==> src/verilog/ialu_isa_pkg.sv <==
package ialu_isa_pkg;

//--------------------------------------------------------------------------
// Datapath widths and word types
//--------------------------------------------------------------------------

localparam int XLEN    = 32;    // Datapath width
localparam int SHAMT_W = 5;     // Low bits of op2 used by shifts

typedef logic [XLEN-1:0]    xlen_t;     // Operand or result word
typedef logic [SHAMT_W-1:0] shamt_t;    // Shift amount

//--------------------------------------------------------------------------
// Commands
//--------------------------------------------------------------------------

typedef enum logic [4:0] {
    AND, OR, XOR,                                   // Bitwise
    ADD, SUB,                                       // Main adder
    SUB_LT, SUB_LTU, SUB_EQ, SUB_NE, SUB_GE, SUB_GEU, // Compares
    SLL, SRL, SRA,                                  // Shifts
    DIV, DIVU, REM, REMU,                           // Iterative divider
    NONE
} ialu_cmd_e;

// Request as seen at the ALU boundary
typedef struct packed {
    ialu_cmd_e  cmd;    // Operation
    xlen_t      op1;    // First operand
    xlen_t      op2;    // Second operand
} ialu_req_t;

typedef struct packed {
    logic       z;      // Zero
    logic       s;      // Sign
    logic       o;      // Overflow
    logic       c;      // Carry, i.e. unsigned borrow on subtract
} ialu_flags_t;

endpackage

==> src/verilog/ialu_div_pkg.sv <==
package ialu_div_pkg;

//--------------------------------------------------------------------------
// Divider control types
//--------------------------------------------------------------------------

typedef enum logic [1:0] {
    IDLE,   // Waiting, first step is done here
    ITER,   // One quotient bit per cycle
    CORR    // Sign fix of quotient or remainder
} div_state_e;

// One-hot counter, done when bit 0 is reached
typedef logic [ialu_isa_pkg::XLEN-1:0] div_cnt_t;

// IDLE makes the first step, so ITER needs XLEN-1 cycles
localparam div_cnt_t DIV_CNT_INIT = div_cnt_t'(1) << (ialu_isa_pkg::XLEN - 2);

localparam int DIV_SUM_W = ialu_isa_pkg::XLEN + 1;  // Remainder plus sign bit

typedef struct packed {
    logic   is_rem;       // REM or REMU
    logic   ops_signed;   // DIV or REM
    logic   op1_neg;      // Signed op with negative dividend
} div_op_t;

endpackage

==> src/verilog/ialu_adder_cmp.sv <==
`timescale 1ns/1ns

module ialu_adder_cmp (
    input  ialu_isa_pkg::xlen_t     op1_i,  // First operand
    input  ialu_isa_pkg::xlen_t     op2_i,  // Second operand
    input  ialu_isa_pkg::ialu_cmd_e cmd_i,  // Command
    output ialu_isa_pkg::xlen_t     sum_o,  // Sum or difference
    output logic                    cmp_o   // Compare result
);
    import ialu_isa_pkg::*;

    logic [XLEN:0]  sum_full;   // Result with carry out on top
    logic           pos_ovflw;
    logic           neg_ovflw;
    ialu_flags_t    flags;

//--------------------------------------------------------------------------
// Main adder and flags
//--------------------------------------------------------------------------

    always_comb begin
        // Everything except ADD goes through the subtract path
        sum_full = (cmd_i != ADD) ? ({1'b0, op1_i} - {1'b0, op2_i})
                                  : ({1'b0, op1_i} + {1'b0, op2_i});

        // Overflow of op1 - op2
        pos_ovflw = ~op1_i[XLEN-1] &  op2_i[XLEN-1] &  sum_full[XLEN-1];
        neg_ovflw =  op1_i[XLEN-1] & ~op2_i[XLEN-1] & ~sum_full[XLEN-1];

        flags.z = ~|sum_full[XLEN-1:0];
        flags.s = sum_full[XLEN-1];
        flags.o = pos_ovflw | neg_ovflw;
        flags.c = sum_full[XLEN];     // Borrow means op1 < op2 unsigned
    end

    assign sum_o = sum_full[XLEN-1:0];

//--------------------------------------------------------------------------
// Compare select
//--------------------------------------------------------------------------

    always_comb begin
        case (cmd_i)
            SUB_LT  : cmp_o =   flags.s ^ flags.o;      // Signed less than
            SUB_LTU : cmp_o =   flags.c;
            SUB_EQ  : cmp_o =   flags.z;
            SUB_NE  : cmp_o =  ~flags.z;
            SUB_GE  : cmp_o = ~(flags.s ^ flags.o);
            SUB_GEU : cmp_o =  ~flags.c;
            default : cmp_o = 1'b0;                     // Not a compare
        endcase
    end

endmodule

==> src/verilog/ialu_logic_shift.sv <==
`timescale 1ns/1ns

module ialu_logic_shift (
    input  ialu_isa_pkg::xlen_t     op1_i,  // Data / value to shift
    input  ialu_isa_pkg::xlen_t     op2_i,  // Data / shift amount in low bits
    input  ialu_isa_pkg::ialu_cmd_e cmd_i,  // Command
    output ialu_isa_pkg::xlen_t     res_o   // Result
);
    import ialu_isa_pkg::*;

    shamt_t shamt;      // Amount modulo XLEN
    xlen_t  sra_res;    // Arithmetic right shift

    assign shamt   = op2_i[SHAMT_W-1:0];
    assign sra_res = xlen_t'($signed(op1_i) >>> shamt);   // Sign bit fills from the left

//--------------------------------------------------------------------------
// Bitwise ops and barrel shifts
//--------------------------------------------------------------------------

    always_comb begin
        case (cmd_i)
            AND     : res_o = op1_i & op2_i;
            OR      : res_o = op1_i | op2_i;
            XOR     : res_o = op1_i ^ op2_i;
            SLL     : res_o = op1_i << shamt;     // Zero fill
            SRL     : res_o = op1_i >> shamt;     // Zero fill
            SRA     : res_o = sra_res;
            default : res_o = '0;
        endcase
    end

endmodule

==> src/verilog/ialu_div_ctrl.sv <==
`timescale 1ns/1ns

module ialu_div_ctrl (
    input  logic                     clk,
    input  logic                     rst_n,
    input  logic                     cmd_vld_i,   // Divide request held
    input  logic                     is_div_i,    // Command is DIV(U)/REM(U)
    input  logic                     ops_nz_i,    // Both operands non-zero
    input  logic                     diff_sgn_i,  // Operand sign bits differ
    input  ialu_div_pkg::div_op_t    div_op_i,    // Decoded divide flavour
    input  logic                     rem_nz_i,    // Current remainder non-zero
    input  logic                     rem_c_i,     // Current remainder sign
    output ialu_div_pkg::div_state_e state_o,     // FSM state
    output logic                     upd_o,       // Datapath register update
    output logic                     rdy_o        // Result ready
);
    import ialu_div_pkg::*;

    div_state_e state_ff;
    div_state_e state_next;
    div_cnt_t   cnt_ff;       // One-hot iteration counter
    logic       iter_req;     // Start iterating
    logic       iter_rdy;     // Last quotient bit this cycle
    logic       div_corr;     // Quotient must be negated
    logic       rem_corr;     // Remainder must be adjusted
    logic       corr_req;
    logic       div_rdy;

//--------------------------------------------------------------------------
// Control decode
//--------------------------------------------------------------------------

    assign iter_req = is_div_i & ops_nz_i & (state_ff == IDLE);
    assign iter_rdy = cnt_ff[0];

    // Signed DIV with mixed signs gives a negative quotient
    assign div_corr = ~div_op_i.is_rem & div_op_i.ops_signed & diff_sgn_i;
    assign rem_corr = div_op_i.is_rem & rem_nz_i & (div_op_i.op1_neg ^ rem_c_i);
    assign corr_req = is_div_i & (div_corr | rem_corr);

    always_comb begin
        case (state_ff)
            ITER    : div_rdy = iter_rdy & ~corr_req;
            CORR    : div_rdy = 1'b1;
            default : div_rdy = ~iter_req;    // Zero operand answers at once
        endcase
    end

    assign rdy_o = ~is_div_i | div_rdy;
    assign upd_o = cmd_vld_i & ~rdy_o;

//--------------------------------------------------------------------------
// FSM and iteration counter
//--------------------------------------------------------------------------

    always_comb begin
        state_next = IDLE;            // Dropped request returns to IDLE
        if (cmd_vld_i) begin
            case (state_ff)
                IDLE    : state_next = iter_req ? ITER : IDLE;
                ITER    : state_next = ~iter_rdy ? ITER
                                     : corr_req  ? CORR
                                                 : IDLE;
                default : state_next = IDLE;
            endcase
        end
    end

    always_ff @(posedge clk, negedge rst_n) begin
        if (~rst_n) begin
            state_ff <= IDLE;
            cnt_ff   <= '0;
        end else begin
            state_ff <= state_next;
            if (upd_o) begin
                cnt_ff <= (state_ff == IDLE) ? DIV_CNT_INIT : cnt_ff >> 1;
            end
        end
    end

    assign state_o = state_ff;

endmodule

==> src/verilog/ialu_div_datapath.sv <==
`timescale 1ns/1ns

module ialu_div_datapath (
    input  logic                     clk,
    input  ialu_isa_pkg::xlen_t      op1_i,       // Dividend
    input  ialu_isa_pkg::xlen_t      op2_i,       // Divisor
    input  ialu_div_pkg::div_op_t    div_op_i,    // Decoded divide flavour
    input  ialu_div_pkg::div_state_e state_i,     // FSM state
    input  logic                     upd_i,       // Register update strobe
    input  logic                     diff_sgn_i,  // Operand sign bits differ
    output ialu_isa_pkg::xlen_t      rem_o,       // Remainder of this step
    output ialu_isa_pkg::xlen_t      quo_o,       // Quotient of this step
    output ialu_isa_pkg::xlen_t      corr_o,      // Corrected result
    output logic                     rem_nz_o,    // Remainder non-zero
    output logic                     rem_c_o      // Remainder sign bit
);
    import ialu_isa_pkg::*;
    import ialu_div_pkg::*;

    logic                 st_idle;
    logic                 st_corr;
    logic                 op2_neg;      // Signed op with negative divisor
    logic                 sgn;          // Previous step went negative
    logic                 inv;          // Mixed signs flip add and subtract
    logic                 sum_sub;      // 1 - subtract divisor
    logic [DIV_SUM_W-1:0] sum_op1;
    logic [DIV_SUM_W-1:0] sum_op2;
    logic [DIV_SUM_W-1:0] sum_res;
    logic                 rem_c;
    xlen_t                rem;
    xlen_t                quo;
    logic                 quo_bit;

    // Step registers
    logic                 rem_c_ff;
    xlen_t                rem_ff;
    xlen_t                quo_ff;
    xlen_t                dvdnd_lo_ff;  // Dividend bits not yet shifted in
    xlen_t                dvdnd_lo_next;

    assign st_idle = (state_i == IDLE);
    assign st_corr = (state_i == CORR);
    assign op2_neg = div_op_i.ops_signed & op2_i[XLEN-1];

//--------------------------------------------------------------------------
// Add/subtract unit
//--------------------------------------------------------------------------

    always_comb begin
        sgn = st_corr ? (div_op_i.op1_neg ^ rem_c_ff)
            : st_idle ? 1'b0
                      : ~quo_ff[0];
        inv     = div_op_i.ops_signed & diff_sgn_i;
        sum_sub = ~inv ^ sgn;

        // Shift next dividend bit into the partial remainder
        sum_op1 = st_corr ? {1'b0, rem_ff}
                : st_idle ? {{(DIV_SUM_W-1){div_op_i.op1_neg}}, op1_i[XLEN-1]}
                          : {rem_ff, dvdnd_lo_ff[XLEN-1]};
        sum_op2 = {op2_neg, op2_i};     // Sign-extended divisor

        sum_res = sum_sub ? (sum_op1 - sum_op2) : (sum_op1 + sum_op2);
    end

//--------------------------------------------------------------------------
// Quotient bit and step result
//--------------------------------------------------------------------------
    // A negative dividend that hits the divisor exactly leaves an all-zero
    // remainder and dividend tail, which the sign check alone misses

    always_comb begin
        rem_c   = sum_res[DIV_SUM_W-1];
        rem     = sum_res[XLEN-1:0];
        quo_bit = ~(div_op_i.op1_neg ^ rem_c)
                | (div_op_i.op1_neg & ({sum_res, dvdnd_lo_next} == '0));
        quo     = st_idle ? {{(XLEN-1){1'b0}}, quo_bit}
                          : {quo_ff[XLEN-2:0], quo_bit};
    end

    assign dvdnd_lo_next = st_corr ? '0
                         : st_idle ? op1_i << 1
                                   : dvdnd_lo_ff << 1;

    always_ff @(posedge clk) begin
        if (upd_i) begin
            rem_c_ff    <= rem_c;
            rem_ff      <= rem;
            quo_ff      <= quo;
            dvdnd_lo_ff <= dvdnd_lo_next;
        end
    end

    assign rem_o    = rem;
    assign quo_o    = quo;
    assign rem_nz_o = |rem;
    assign rem_c_o  = rem_c;
    assign corr_o   = div_op_i.is_rem ? sum_res[XLEN-1:0] : -quo_ff;   // Fixed remainder or -quo

endmodule

==> src/verilog/ialu_top.sv <==
`timescale 1ns/1ns

module ialu_top (
    input  logic                     clk,
    input  logic                     rst_n,
    input  ialu_isa_pkg::ialu_req_t  req_i,       // Command and operands
    input  logic                     cmd_vld_i,   // Divide request valid
    output ialu_isa_pkg::xlen_t      res_o,       // Result word
    output logic                     cmp_o,       // Compare bit
    output logic                     res_rdy_o    // Result ready
);
    import ialu_isa_pkg::*;
    import ialu_div_pkg::*;

    xlen_t      sum;            // Main adder
    logic       cmp;
    xlen_t      logic_res;      // Bitwise and shifts
    logic       is_div;
    div_op_t    div_op;
    logic       ops_nz;
    logic       diff_sgn;
    div_state_e div_state;
    logic       div_upd;
    logic       rem_nz;
    logic       rem_c;
    xlen_t      div_rem;
    xlen_t      div_quo;
    xlen_t      div_corr;

    // Divide decode, shared by control and datapath
    assign is_div            = req_i.cmd inside {DIV, DIVU, REM, REMU};
    assign div_op.is_rem     = req_i.cmd inside {REM, REMU};
    assign div_op.ops_signed = req_i.cmd inside {DIV, REM};
    assign div_op.op1_neg    = div_op.ops_signed & req_i.op1[XLEN-1];
    assign ops_nz            = |req_i.op1 & |req_i.op2;
    assign diff_sgn          = req_i.op1[XLEN-1] ^ req_i.op2[XLEN-1];

    ialu_adder_cmp i_adder_cmp (
        .op1_i (req_i.op1),  .op2_i (req_i.op2),  .cmd_i (req_i.cmd),
        .sum_o (sum),        .cmp_o (cmp)
    );

    ialu_logic_shift i_logic_shift (
        .op1_i (req_i.op1),  .op2_i (req_i.op2),  .cmd_i (req_i.cmd),
        .res_o (logic_res)
    );

    ialu_div_ctrl i_div_ctrl (
        .clk        (clk),        .rst_n     (rst_n),
        .cmd_vld_i  (cmd_vld_i),  .is_div_i  (is_div),
        .ops_nz_i   (ops_nz),     .diff_sgn_i(diff_sgn),
        .div_op_i   (div_op),     .rem_nz_i  (rem_nz),
        .rem_c_i    (rem_c),      .state_o   (div_state),
        .upd_o      (div_upd),    .rdy_o     (res_rdy_o)
    );

    ialu_div_datapath i_div_datapath (
        .clk        (clk),        .op1_i     (req_i.op1),
        .op2_i      (req_i.op2),  .div_op_i  (div_op),
        .state_i    (div_state),  .upd_i     (div_upd),
        .diff_sgn_i (diff_sgn),   .rem_o     (div_rem),
        .quo_o      (div_quo),    .corr_o    (div_corr),
        .rem_nz_o   (rem_nz),     .rem_c_o   (rem_c)
    );

//--------------------------------------------------------------------------
// Result multiplexer
//--------------------------------------------------------------------------

    always_comb begin
        res_o = '0;
        cmp_o = 1'b0;
        case (req_i.cmd)
            AND, OR, XOR, SLL, SRL, SRA                    : res_o = logic_res;
            ADD, SUB                                       : res_o = sum;
            SUB_LT, SUB_LTU, SUB_EQ, SUB_NE, SUB_GE, SUB_GEU : begin
                cmp_o = cmp;
                res_o = xlen_t'(cmp);   // Set-less-than style word
            end
            DIV, DIVU, REM, REMU : begin
                case (div_state)
                    // Zero divisor gives all ones for DIV, dividend otherwise
                    IDLE    : res_o = (|req_i.op2 | div_op.is_rem) ? req_i.op1 : '1;
                    ITER    : res_o = div_op.is_rem ? div_rem : div_quo;
                    default : res_o = div_corr;
                endcase
            end
            default : res_o = '0;
        endcase
    end

endmodule

==> config.mk <==
export PLATFORM = sky130hd
export DESIGN_NAME = ialu_top
export DESIGN_NICKNAME = d
export VERILOG_FILES = /design/src/verilog/ialu_isa_pkg.sv /design/src/verilog/ialu_div_pkg.sv /design/src/verilog/ialu_adder_cmp.sv /design/src/verilog/ialu_logic_shift.sv /design/src/verilog/ialu_div_ctrl.sv /design/src/verilog/ialu_div_datapath.sv /design/src/verilog/ialu_top.sv
export SDC_FILE = /design/constraint.sdc
export NUM_CORES = 1
export LEC_CHECK = 0
export BUFFER_PORTS_ARGS = -buffer_cell sky130_fd_sc_hd__clkbuf_2
export CAP_MARGIN = 5
export CELL_PAD_IN_SITES_DETAIL_PLACEMENT = 0
export CELL_PAD_IN_SITES_GLOBAL_PLACEMENT = 2
export CORE_UTILIZATION = 30
export DETAILED_ROUTE_END_ITERATION = 10
export PLACE_DENSITY_LB_ADDON = 0.15
export SLEW_MARGIN = 30
export SYNTH_ARGS = -nofsm -noshare
export SYNTH_HDL_FRONTEND = slang
export SYNTH_SLANG_ARGS = --single-unit
==> constraint.sdc <==
create_clock -name clk -period 8.7 [get_ports clk]
set_input_delay 0 -clock clk [delete_from_list [all_inputs] [get_ports clk]]
set_output_delay 0 -clock clk [all_outputs]
set_load 0.05 [all_outputs]
# After elaboration in Yosys (flattened, before gate mapping)
# Cells that the tools add are included.
# word_totals
out_inout_bits	34
inputBits	72
ff_bits	131
elab_cells	117
# op_classes
n_bitwise	44
add_sub_neg	5
n_eq_ne	20
n_reduce_logical	15
shift	3
n_mux	24
# op_table
cell	n
32-bit two-way mux	6
32-bit one-hot mux with 6 select lines	1
33-bit two-way mux	4
32-bit one-hot mux with 4 select lines	1
32-bit OR reduction	4
65-bit logical NOT	1
32-bit one-hot mux with 2 select lines	1
5-bit by 4-bit == test with 1-bit output (second input constant)	8
32-bit by 32-bit adder with 33-bit output	1
33-bit adder	1
32-bit by 32-bit subtractor with 33-bit output	1
33-bit subtractor	1
32-bit AND	1
32-bit negator	1
32-bit bitwise OR	1
32-bit by 5-bit left shift with 32-bit output	1
32-bit by 5-bit >> shifter with 32-bit output	1
32-bit by 5-bit >>> shifter with 32-bit output	1
32-bit XOR	1
31-bit two-way mux	1
5-bit by 3-bit == test with 1-bit output (second input constant)	4
1-bit AND	18
1-bit inverter	13
6-bit OR reduction	2
20 further kinds	36

# Depth between registers and ports, before layout
# depth
depth_word	18
ltp_mapped	27
ltp_nobuf	22

# Modules after synthesis
# A second synthesis with hierarchy kept.
# hier_totals
hier_cells	2516
area_unflattened_um2	19801.5
# modules_own_cells
mod	seq_area_each_um2	instances	cells_each	area_per_inst_um2
ialu_div_datapath	2882.8	1	872	7714.9
ialu_logic_shift	0.0	1	774	5708.0
ialu_adder_cmp	0.0	1	443	3022.9
ialu_div_ctrl	825.8	1	161	1697.9
ialu_top	0.0	1	266	1657.8

# Least setup slack after synthesis
# Ideal clock, no wire load.
# synth_path
path_type	input-to-reg
start	in req_i[0] (netlist bit)
end	reg i_div_datapath.dvdnd_lo_ff[10] (enable)
path_buffers	7
setup_ns	0.680
required_ns	8.020
t_arrival_ns	6.824
cell_stages	26
slack_ns	1.196
cell_sequence	buf_1 -> inv_2 -> buf_1 -> buf_1 -> ha_1 -> nor4b_1 -> and4b_1 -> clkbuf_1 -> nand3_1 -> nor3_1 -> nor2_1 -> xnor2_1 -> ha_1 -> clkbuf_1 -> and3_1 -> clkbuf_1 -> nand2_1 -> nor3_1 -> a31oi_4 -> xnor2_1 -> or4b_1 -> or4_1 -> nor3b_4 -> o21ai_4 -> buf_6 -> inv_1
# synth_between
elab_chain_len	13
word_cells_on_any_way	20
classes_between	add/sub (2); mux (2); bitwise (14); reduce/logical (2)
# synth_rtl
item	line_no	rtl
from (decl)	ialu_top.sv:6	input ialu_isa_pkg::ialu_req_t req_i,
33-bit adder or 33-bit subtractor (tied branches)	ialu_div_datapath.sv:62	sum_res = sum_sub ? (sum_op1 - sum_op2) : (sum_op1 + sum_op2);
33-bit two-way mux (*)	ialu_div_datapath.sv:62	
net div_rem[29]	ialu_top.sv:26	xlen_t div_rem;
32-bit OR reduction (*)	ialu_div_datapath.sv:95	assign rem_nz_o = |rem;
1-bit AND (*) (2 in series)	ialu_div_ctrl.sv:38	assign rem_corr = div_op_i.is_rem & rem_nz_i & (div_op_i.op1_neg ^ rem_c_i);
1-bit bitwise OR (*)	ialu_div_ctrl.sv:39	assign corr_req = is_div_i & (div_corr | rem_corr);
1-bit AND (*)	ialu_div_ctrl.sv:39	
1-bit inverter (*)	ialu_div_ctrl.sv:43	ITER : div_rdy = iter_rdy & ~corr_req;
1-bit AND (*)	ialu_div_ctrl.sv:43	
1-bit one-hot mux with 2 select lines (*)	ialu_div_ctrl.sv:42	case (state_ff)
1-bit bitwise OR (*)	ialu_div_ctrl.sv:49	assign rdy_o = ~is_div_i | div_rdy;
1-bit inverter (*)	ialu_div_ctrl.sv:50	assign upd_o = cmd_vld_i & ~rdy_o;
1-bit AND (*)	ialu_div_ctrl.sv:50	
net div_upd	ialu_top.sv:23	logic div_upd;
to (signal assigned)	ialu_div_datapath.sv:89	dvdnd_lo_ff <= dvdnd_lo_next;
to (decl)	ialu_div_datapath.sv:38	xlen_t dvdnd_lo_ff;
# Mark *: on every way through the listed nets, which the timed path passes. The rest lies on a longest branch.
# A chain may end at the register's enable or synchronous reset.

# Worst setup path in the final report
# layout_path
start	reg i_div_ctrl.state_ff[0] (netlist: i_div_ctrl.state_o[0])
end	out res_o[0]
# layout_between
elab_chain_len	12
word_cells_on_any_way	23
classes_between	add/sub (2); eq/ne (2); mux (12); bitwise (5); reduce/logical (2)
# layout_rtl
item	line_no	rtl
from (decl)	ialu_div_ctrl.sv:19	div_state_e state_ff;
from (signal assigned)	ialu_div_ctrl.sv:74	state_ff <= state_next;
2-bit logical NOT (*)	ialu_div_datapath.sv:41	assign st_idle = (state_i == IDLE);
net i_div_datapath.st_idle	ialu_div_datapath.sv:20	logic st_idle;
33-bit two-way mux or 1-bit two-way mux (tied branches)	ialu_div_datapath.sv:58, ialu_div_datapath.sv:51	
33-bit two-way mux or 1-bit two-way mux (tied branches)	ialu_div_datapath.sv:57, ialu_div_datapath.sv:50	
33-bit adder (tied with other cells)	ialu_div_datapath.sv:62	
33-bit two-way mux (*)	ialu_div_datapath.sv:62	
net div_rem[30]	ialu_top.sv:26	
65-bit logical NOT (*)	ialu_div_datapath.sv:75	| (div_op_i.op1_neg & ({sum_res, dvdnd_lo_next} == '0));
1-bit AND (*)	ialu_div_datapath.sv:75	
1-bit bitwise OR (*)	ialu_div_datapath.sv:75	
32-bit two-way mux (*)	ialu_div_datapath.sv:76	quo = st_idle ? {{(XLEN-1){1'b0}}, quo_bit}
net div_quo[0]	ialu_top.sv:27	xlen_t div_quo;
32-bit two-way mux (*)	ialu_top.sv:84	ITER : res_o = div_op.is_rem ? div_rem : div_quo;
32-bit one-hot mux with 2 select lines (*)	ialu_top.sv:81	case (div_state)
32-bit one-hot mux with 4 select lines (*)	ialu_top.sv:73	case (req_i.cmd)
to (decl)	ialu_top.sv:8	output ialu_isa_pkg::xlen_t res_o,
# Marks and branches as above.

==> summary.md <==
| Metric | Value |
|---|---|
| Max Slew Vio Count | `0` |
| Setup TNS | `0 ns` |
| Initial Util | `0.306` |
| Initial antenna violation count | `8` |
| Die Width | `246 microns` |
| Area delta synth->final | `10.6%` |
| Number of synthesized flops with an enable pin | `96` |
| Avg WL per Cell | `roughly 29 microns` |
| DRC | `0` |
| Row count | `88` |
| Max VDD drop | `approximately 0.14 mV` |
| Clk slew on worst S/H paths | `about 0.060 ns` |
| RSZ-0062 raised after global routing | `no` |
| GRT Resource Usage Total | `0.295` |
| Vias per Instance | `6.08` |
| Top cell type's share of synthesized area | `0.162` |
| 1st-iter DRT viols | `2083` |
| Die Y-Extent | `246 microns` |
| Number of global-route vias before repair | `17897` |
| Yosys warnings | `0` |
| Final Skew | `a little over 0.02 ns` |
| Met3 usage | `0.0613` |
| Leakage | `7.93 nW` |
| Final #Nets | `2589` |
| Met2 global-route usage | `0.444` |
| Post-synth ARST share | `0.256` |
| Dpl cell area | `0.0191 sq mm` |
| Largest net degree at the start of global routing | `80` |
| Synth Register Bits | `129` |
| RePlAce Congestion | `0.975` |
| Minimum clock period | `about 7.7 ns` |
| CTS H-tree lvls | `4` |
| CTS tree | `yes` |
| Post-synth net total | `2579` |
| Clock latency on the worst-skew pair | `0.44 ns` |
| Worst Path Required | `8.70 ns` |
| Kind of end point of the critical path | `primary output` |
| Mapped cell area | `0.0178 sq mm` |
| Final hold viol count | `0` |
| Pwr Density | `129 mW/mm^2` |
| Worst-path fanout max | `40` |
| Final Cycle Share | `0.887` |
| Clock buffer count from CTS | `17` |
| Yosys top cell by area | `edfxtp_1` |
| HP Class | `input pin to asynchronous set/reset pin` |
| Max Cap Violations | `0` |
| Worst Max-Slew Pin Slew | `0.967 ns` |
| IO buf count | `approximately 110` |
| Post-DP HPWL | `69100 microns` |
| Root Buffer | `clkbuf_16` |
| Syn_area_per_cell | `7.51 sq um` |
| Top Usage Layer GRT | `met2` |
| Share of cells above drive strength 1 | `0.105` |
| Global-route wire length before repair | `129000 microns` |
| FMAX | `roughly 130 MHz` |
| Ranking of synthesized cells by area | `edfxtp_1 (16%), ha_1 (9.6%), o21ai_0 (6.2%)` |
| Met1 usage | `0.423` |
| Fillers | `6266` |
| Longest Clk Path Bufs | `2` |
| Post-route ant nets | `0` |
| Slew headroom | `0.353` |
| Syn Inst Count | `around 2400` |
| Count of cell types in the netlist | `92` |
| CP Launch Type | `flop` |
| Grt ovf | `0` |
| DR vias | `19190` |
| Setup Buffers After CTS | `0` |
| CTS sink count | `129` |
| Io pins | `around 110` |
| Core Footprint | `0.0581 sq mm` |
| Register area share after synthesis | `0.208` |
| Final Setup Violations | `0` |
| Die ar. | `0.0603 sq mm` |
| Status | `finished, final reports clean` |
| WS Path Type | `flop to primary output` |
| Cell area after layout | `0.0197 sq mm` |
| CP arrival | `between 7 and 8 ns` |
| Routed WL | `90500 microns` |
| Top_reg_cell synth | `edfxtp_1` |
| Pre-Repair DR Iteration Count | `5` |
==> area by class of cell <==
cell class / instances / area, sq um / area share
multi-input combinational: 1971 / 13100 / 0.665
clock buffer: 17 / 425 / 0.0216
antenna: 1 / 2.50 / 0.000127
sequential: 129 / 3710 / 0.188
inverter: 93 / 354 / 0.0180
timing repair buffer: 167 / 998 / 0.0507
tap: 765 / 957 / 0.0486
clock inverter: 15 / 149 / 0.00756
==> power breakdown <==
part	internal (mW)	total [mW]	switching, mW
sequential	0.689	0.700	0.0104
combinational	0.334	1.12	0.782
clock	0.401	0.716	0.314
total	1.43	2.53	1.11
==> cell usage after synthesis (22+ instances only) <==
cell type / instances
nor2_1: 256
nand2_1: 242
o21ai_0: 220
a21oi_1: 217
clkbuf_1: 137
ha_1: 136
mux2i_1: 107
edfxtp_1: 96
xnor2_1: 94
inv_1: 87
nor3_1: 51
o211ai_1: 43
a211oi_1: 36
a22o_1: 34
nor2b_1: 34
dfrtp_1: 33
nand4_1: 30
a22oi_1: 29
nand3_1: 29
nor4_1: 29
a221oi_1: 26
xor2_1: 25
a21o_1: 24
buf_1: 22
or3_1: 22
==> flip-flops by register name (all words and copies together), names as in the netlist <==
register,cells
i_div_ctrl.cnt_ff,31
i_div_ctrl.state_o,2
i_div_datapath.dvdnd_lo_ff,31
i_div_datapath.quo_ff,32
i_div_datapath.rem_c_ff,1
i_div_datapath.rem_ff,32
==> per-layer routing <==
metal / wire (microns) / share of wire / vias to the layer above
met2: 39300 / 0.43 / 813
met5: 10 / 0.00011 / -
li1: - / - / 8797
met1: 41500 / 0.46 / 9506
met3: 7670 / 0.085 / 72
met4: 2100 / 0.023 / 2
==> critical path: stages, from the launching register on <==
cell and delay [ns]:
dfrtp_1 0.38, inv_1 0.16, ha_4 0.60, nor3_1 0.13
a311o_1 0.35, a311oi_1 0.63, xnor2_4 0.36, nand2_1 0.14
xnor2_1 0.20, ha_1 0.44, a21oi_1 0.15, o21ai_0 0.54
a22oi_1 0.24, a2111oi_0 0.56, a211oi_1 0.09, buf_4 0.17
nor2_1 0.09, or4b_1 0.43, or4_1 0.63, o21bai_1 0.26
o21ba_2 0.19, or4b_1 0.18, clkbuf_2 0.31
==> worst paths after layout <==
check                      slack (ns)  depth (start not counted)                        endpoint                  start
setup / recovery                 0.98                         22                        res_o[0]  i_div_ctrl.state_o[0]
hold / removal                   0.19                          2           i_div_ctrl.cnt_ff[23]                  rst_n
setup reg to reg                 1.00                         22  i_div_datapath.dvdnd_lo_ff[21]  i_div_ctrl.state_o[0]
hold reg to reg                  0.49                          1           i_div_ctrl.cnt_ff[30]  i_div_ctrl.cnt_ff[30]
max in group asynchronous        8.01                          2            i_div_ctrl.cnt_ff[2]                  rst_n
min in group clk                 0.23                          4  i_div_datapath.dvdnd_lo_ff[17]              req_i[48]
==> timing repair <==
item | CTS | global route
hold buffers | 2 | 0
hold endpoints to repair | 35 | 0
resized for setup | 0 | 0
==> through the flow <==
stage               instances  total power [mW]  utilization  hold slack (ns)  setup slack, ns
finish                   3158              2.53        0.339            0.187            0.982
global route             3158              2.65        0.339            0.213            0.478
CTS                      3157              2.53        0.339            0.194             1.01
detailed placement       3123              1.80        0.328            0.129             1.04
global placement         3123              1.81        0.328            0.114            0.886
floorplan                2369              1.39            -           -0.296             1.20
==> logic make-up (layout without fill, tap and decap cells) <==
family	Yosys count	in the layout	synth area share
flip-flops	129	129	0.208
buffers and inverters	269	292	0.0607
adder cells (fa/ha/maj)	138	138	0.0979
other	0	1	0
AND/OR/NAND/NOR	800	800	0.214
multiplexers	125	125	0.0754
AO/OA/AOI/OAI	789	789	0.285
XOR/XNOR	119	119	0.0586
==> cells in the final DEF, fill, tap and decap left out, drive strengths merged, types with 27 or more instances in the layout <==
cell and instances:
nand4 30, a22o 34, nor2b 34, nor4 29, dfrtp 33, mux2i 107, a22oi 29, a221oi 27
a21oi 219, buf 61, edfxtp 96, o21ai 225, nor3 51, ha 136, o211ai 43, nand3 29
nor2 256, inv 96, clkbuf 121, a211oi 36, nand2 242, xnor2 94
Note: power is estimated with default switching activity, not from simulation.
